`config.mk`:
```
export PLATFORM = sky130hd
export DESIGN_NAME = ecc_91_cal
export DESIGN_NICKNAME = d
export VERILOG_FILES = /design/src/ecc_pkg.sv /design/src/ecc_parity_gen.sv /design/src/ecc_syndrome_decode.sv /design/src/ecc_91_cal.sv
export VERILOG_INCLUDE_DIRS = /design/src
export SDC_FILE = /design/constraint.sdc
export NUM_CORES = 1
export LEC_CHECK = 0
export ABC_AREA = 1
export BUFFER_PORTS_ARGS = -buffer_cell sky130_fd_sc_hd__buf_2
export CORE_ASPECT_RATIO = 0.7
export CORE_MARGIN = 3
export CORE_UTILIZATION = 50
export CTS_BUF_LIST = sky130_fd_sc_hd__clkbuf_4
export CTS_CLUSTER_SIZE = 10
export DETAILED_ROUTE_END_ITERATION = 10
export PLACE_DENSITY = 0.77
export SYNTH_ARGS = -nofsm -noshare
export SYNTH_HDL_FRONTEND = slang
export SYNTH_HIERARCHICAL = 1
export SYNTH_SLANG_ARGS = --single-unit
export TNS_END_PERCENT = 30
```
`constraint.sdc`:
```
create_clock -name clk -period 5.79 [get_ports clk]
set_clock_uncertainty 0.15 [all_clocks]
set_input_delay 0.579 -clock clk [delete_from_list [all_inputs] [get_ports clk]]
set_output_delay 0.579 -clock clk [all_outputs]
set_load 0.1 [all_outputs]
```
`src/ecc_defines.svh`:
```
`ifndef ECC_DEFINES_SVH
`define ECC_DEFINES_SVH

// ======================================================================
// SEC-DED geometry for the 91-bit checker.
// ======================================================================

// Number of data bits in one word.
`define ECC_DATA_WIDTH 91

// Number of check bits in one word.
`define ECC_PARITY_WIDTH 8

// Hamming position held in the low column bits.
`define ECC_POS_WIDTH 7

// Cycles from input sample to registered result.
`define ECC_PIPE_DEPTH 2

`endif

```
`src/ecc_pkg.sv`:
```
`include "ecc_defines.svh"

package ecc_pkg;

    typedef logic [`ECC_DATA_WIDTH-1:0]   ecc_data_t;
    typedef logic [`ECC_PARITY_WIDTH-1:0] ecc_parity_t;

    // Received check bits XOR computed check bits.
    typedef logic [`ECC_PARITY_WIDTH-1:0] ecc_syndrome_t;

    typedef struct packed {
        ecc_data_t   data;
        ecc_parity_t parity;
    } ecc_codeword_t;

    typedef struct packed {
        logic sbit_err;
        logic dbit_err;
    } ecc_flags_t;

    typedef struct packed {
        ecc_data_t   data;
        ecc_parity_t parity_out;
        ecc_flags_t  flags;
    } ecc_result_t;

    // Column code of one data bit.
    // Low bits are the idx-th non power of two from 3 upward.
    // Top bit makes the column weight odd.
    function automatic ecc_parity_t ecc_column(input int unsigned idx);
        logic [`ECC_POS_WIDTH-1:0] pos;
        int unsigned               seen;
        ecc_parity_t               col;
        pos  = '0;
        seen = 0;
        col  = '0;
        for (int unsigned v = 3; v < (1 << `ECC_POS_WIDTH); v++) begin
            if ((v & (v - 1)) != 0) begin
                if (seen == idx) begin
                    pos = v[`ECC_POS_WIDTH-1:0];
                end
                seen++;
            end
        end
        col[`ECC_POS_WIDTH-1:0]    = pos;
        col[`ECC_PARITY_WIDTH-1]   = ~^pos;
        return col;
    endfunction

endpackage

```
`src/ecc_parity_gen.sv`:
```
`timescale 1ns/100ps

`include "ecc_defines.svh"

module ecc_parity_gen
    import ecc_pkg::*;
(
    input  ecc_data_t   data,
    output ecc_parity_t parity
);

    // ==================================================================
    // Row selection from the shared column rule
    // ==================================================================

    // Data bits that feed check bit row.
    function automatic ecc_data_t row_mask(input int unsigned row);
        ecc_data_t   sel;
        ecc_parity_t col;
        sel = '0;
        for (int unsigned i = 0; i < `ECC_DATA_WIDTH; i++) begin
            col    = ecc_column(i);
            sel[i] = col[row];
        end
        return sel;
    endfunction

    // ==================================================================
    // Check bit reduction
    // ==================================================================

    genvar j;
    generate
        for (j = 0; j < `ECC_PARITY_WIDTH; j++) begin : g_row
            localparam ecc_data_t ROW_SEL = row_mask(j);

            // One XOR tree per check bit.
            assign parity[j] = ^(data & ROW_SEL);
        end
    endgenerate

endmodule

```
`src/ecc_syndrome_decode.sv`:
```
`timescale 1ns/100ps

`include "ecc_defines.svh"

module ecc_syndrome_decode
    import ecc_pkg::*;
(
    input  ecc_syndrome_t syndrome,
    output ecc_data_t     mask,
    output ecc_flags_t    flags
);

    logic syn_zero;
    logic syn_onehot;
    logic data_hit;

    // ==================================================================
    // Data bit match
    // ==================================================================

    // Each data bit owns one odd weight column of three or more ones,
    // so at most one mask bit can be set.
    genvar i;
    generate
        for (i = 0; i < `ECC_DATA_WIDTH; i++) begin : g_match
            localparam ecc_parity_t COL = ecc_column(i);

            assign mask[i] = (syndrome == COL);
        end
    endgenerate

    assign data_hit = |mask;

    // ==================================================================
    // Syndrome class
    // ==================================================================

    assign syn_zero = (syndrome == '0);

    // Single check bit in error.
    assign syn_onehot = !syn_zero && ((syndrome & (syndrome - 1'b1)) == '0);

    always_comb begin
        flags = '0;
        if (syn_zero) begin
            flags = '0;
        end else if (data_hit) begin
            flags.sbit_err = 1'b1;
        end else if (syn_onehot) begin
            flags.sbit_err = 1'b1;
        end else begin
            // Not correctable.
            flags.dbit_err = 1'b1;
        end
    end

endmodule

```
`src/ecc_91_cal.sv`:
```
`timescale 1ns/100ps

`include "ecc_defines.svh"

module ecc_91_cal
    import ecc_pkg::*;
(
    input  logic          clk,
    input  logic          reset,
    input  logic          in_valid,
    input  ecc_codeword_t in_word,
    input  logic          bypass,
    output logic          out_valid,
    output ecc_result_t   out_word
);

    // Valid bit per stage, oldest at the top.
    logic [`ECC_PIPE_DEPTH-1:0] valid_sr;

    ecc_parity_t   parity_calc;
    ecc_syndrome_t syndrome;

    // Stage 1 payload.
    ecc_syndrome_t s1_syndrome;
    ecc_data_t     s1_data;
    ecc_parity_t   s1_parity;
    logic          s1_bypass;

    // Decoder outputs for the stage 1 word.
    ecc_data_t  dec_mask;
    ecc_flags_t dec_flags;

    ecc_result_t result;

    // ==================================================================
    // Input side: encode and syndrome
    // ==================================================================

    ecc_parity_gen u_parity_gen (
        .data   (in_word.data),
        .parity (parity_calc)
    );

    assign syndrome = in_word.parity ^ parity_calc;

    // ==================================================================
    // Valid pipeline
    // ==================================================================

    always_ff @(posedge clk) begin
        if (reset) begin
            valid_sr <= '0;
        end else begin
            valid_sr <= {valid_sr[`ECC_PIPE_DEPTH-2:0], in_valid};
        end
    end

    assign out_valid = valid_sr[`ECC_PIPE_DEPTH-1];

    // ==================================================================
    // Stage 1 registers
    // ==================================================================

    always_ff @(posedge clk) begin
        if (in_valid) begin
            s1_syndrome <= syndrome;
            s1_data     <= in_word.data;
            s1_parity   <= parity_calc;
            s1_bypass   <= bypass;
        end
    end

    // ==================================================================
    // Decode and correction
    // ==================================================================

    ecc_syndrome_decode u_syndrome_decode (
        .syndrome (s1_syndrome),
        .mask     (dec_mask),
        .flags    (dec_flags)
    );

    always_comb begin
        result.parity_out = s1_parity;
        if (s1_bypass) begin
            // Raw data, no error report.
            result.data  = s1_data;
            result.flags = '0;
        end else begin
            result.data  = s1_data ^ dec_mask;
            result.flags = dec_flags;
        end
    end

    // ==================================================================
    // Stage 2 registers
    // ==================================================================

    always_ff @(posedge clk) begin
        if (valid_sr[0]) begin
            out_word <= result;
        end
    end

endmodule

```
==> run metrics <==
status=finished clean; antenna violations before repair=1; Die H=146 µm; EDFF count, synth=209; Final #Nets=2359; Post-Synth Simple-Gate Area=32.7%; IO Port Bufs=204; Synth Cell Area=14100 µm²; post-synth top area cell=edfxtp_1; Setup crit end kind=flop; register area share after synthesis=44.8%; TNS Setup=0 ns; worst skew pair latency=0.72 ns; core area=27200 µm²; Net Count, Synth=2041; unrepaired setup endpoints after global routing=no; Comb power frac=35.4%; Cell Pwr Density=307 nW/µm²; Layout Cells excl Fill=2664; mux share of post-synthesis cell area=0%; Inst Count DP=2476; DRC viols=0; CP max FO=4; largest family of logic cells by synthesized area=simple AND/OR/NAND/NOR gates; RD Place Congestion=1.05; Sw Pwr=2140 µW; # setup viols final=0; final hold vios=0; clock slew at reported path FFs=0.06 ns; Via density=5.04; starting density of the core=51.8%; largest net degree at the start of global routing=118; Sw Ratio=41.5%; post-CTS repair timing setup buffer count=0; # rows=50; Setup crit start kind=input port; die area=30300 µm²; root cell of the clock tree=clkbuf_4; Adder-Cell Fraction of Synth Area=0%; crit path time final=2.75 ns; Arrival @ worst endpoint=3.11 ns; synthesis-stage register bit count=211; synth warn=6; Clock power frac=25.7%; post-CTS sizing=0; Worst-Margin Slew=1.12 ns; DRT iter0 DRCs=1469; clock sinks=211; commonest non-fill, non-tap cell in the layout=nand2_1; Compound-Gate Fraction of Synth Area=0.355%; Pre-antenna DRT Iters=8; count of cell types in the netlist=24; period utilisation layout=47.6%; first-pass GRT wire length=65100 µm; Synth top area share=44.6%; H-tree lvl count=2; clock buffer depth=3; worst ir drop on vdd=0.196 mV; share of cells above drive strength 1=13.1%; vias in the first global route=12700; P_leak=0.00931 µW; ranking of synthesized cells by area=edfxtp_1 (45%), nand2_1 (23%), inv_1 (10%), nand3_1 (5.9%), xnor2_1 (4.5%); total I/O pin count=205; worst endpoint required time=6.15 ns; WL final=42400 µm; Seq pwr share=38.8%; area delta synth->final=19.2%; max-slew violation count=0; CTS tree=done; remaining global-route overflow=0; Slew Limit Headroom=25.3%; dpl hpwl=31500 µm; Int Pwr=3020 µW; max-cap viol count=0; Filler Cell Count=2400; gr usage total=27.7%; syn_area_per_cell=7.27 µm²; Mapped Cells=1938; XOR/XNOR share of the synthesized area=9.29%; via count=13400; die width=207 µm; Post-DRT Antenna Nets=0; Worst Hold Class=in2reg; crit path kind=in2reg; fmax=0.363 GHz; wire per inst=15.9 µm; CTS buffer count=55; commonest register cell after synthesis=edfxtp_1; Async S/R FF share, synth=0%; most frequent cells in the layout=nand2_1 (869), inv_1 (377), edfxtp_1 (209)
kinds of logic after synthesis:
| group | Yosys count |
|---|---|
| xor gates and xnor gates | 146 |
| and+or+nand+nor | 1158 |
| buffers and inverters | 413 |
| DFF | 211 |
| AOI/OAI and AO/OA | 10 |
sequential cells by signal, summed over array words and instances, names as in the netlist:
| name | flops |
|---|---|
| s1_syndrome | 8 |
| valid_sr | 2 |
| s1_data | 91 |
| out_word | 101 |
| s1_parity | 8 |
| s1_bypass | 1 |
metal layers:
layer  up-vias  share of wire [%]  GRT usage [%]  wire, µm
met5         -                  0              0         0
met4         0                2.9           9.12      1250
met3       105                 10           6.49      4400
met2       657                 44           43.4     18900
met1      6116                 42           38.0     17900
li1       6547                  -              -         -
area by class of cell:
cell class              count  area [µm²]  area share, %
flip-flops and latches    211        6320           37.6
multi-input cells        1314        5970           35.5
repair buffers            294        1920           11.4
inverters                 380        1430           8.51
clock buffers              79         593           3.53
well taps                 364         455           2.71
clock inverters            21         110          0.655
diodes                      1        2.50         0.0149
worst paths after layout:
path	from	endpoint	slack [ns]	cells after the start
worst max-delay path	in_word[87]	s1_syndrome[2]	3.04	15
worst min-delay path	in_word[63]	s1_data[55]	0.05	1
worst min register to register	s1_parity[4]	out_word[6]	0.27	0
worst max register to register	s1_bypass	out_word[29]	3.08	5
synth_stat cells, types with 3 or more instances:
cell type,number
buf_2,6
buf_6,10
buf_8,9
clkbuf_8,4
edfxtp_1,209
inv_1,377
inv_2,3
nand2_1,869
nand3_1,167
nand3b_1,7
nand4_1,7
nor2_1,101
nor3_1,4
o21ai_0,8
xnor2_1,73
xnor2_2,4
xor2_1,69
through the flow:
stage	setup WS, ns	cell area (µm²)	util, %	total power, µW	hold slack, ns
final	3.04	16800	61.7	5160	0.0504
after floorplan	2.67	14100	-	3330	0.250
after detailed placement	2.97	15200	55.9	3760	0.261
after global placement	3.02	15200	55.9	3740	0.254
after global routing	2.84	16800	61.7	5430	0.00540
after CTS	3.06	16800	61.7	5140	0.00119
what timing repair did:
item,CTS,global route
setup endpoints to repair,0,0
hold buffers,87,0
endpoints found under the hold margin,88,0
power groups by stage:
stage	Combinational [µW]	Clock [µW]	Sequential (µW)
final	1830	1330	2000
after global routing	1970	1440	2020
after CTS	1790	1350	2000
after detailed placement	1730	0	2030
after global placement	1710	0	2030
after floorplan	882	0	2450
worst max-delay path, stage by stage:
cell	delay (ns)
dlygate4sd3_1	0.55
buf_2	0.16
xnor2_1	0.29
nand2_1	0.09
nand2_1	0.28
nand2_1	0.12
nand2_1	0.09
nand2_1	0.04
nand2_1	0.17
nand3_1	0.11
nand2_1	0.16
inv_1	0.06
nand2_1	0.07
nand2_1	0.07
xor2_1	0.27
No activity file was read; power rests on OpenSTA's default activity.
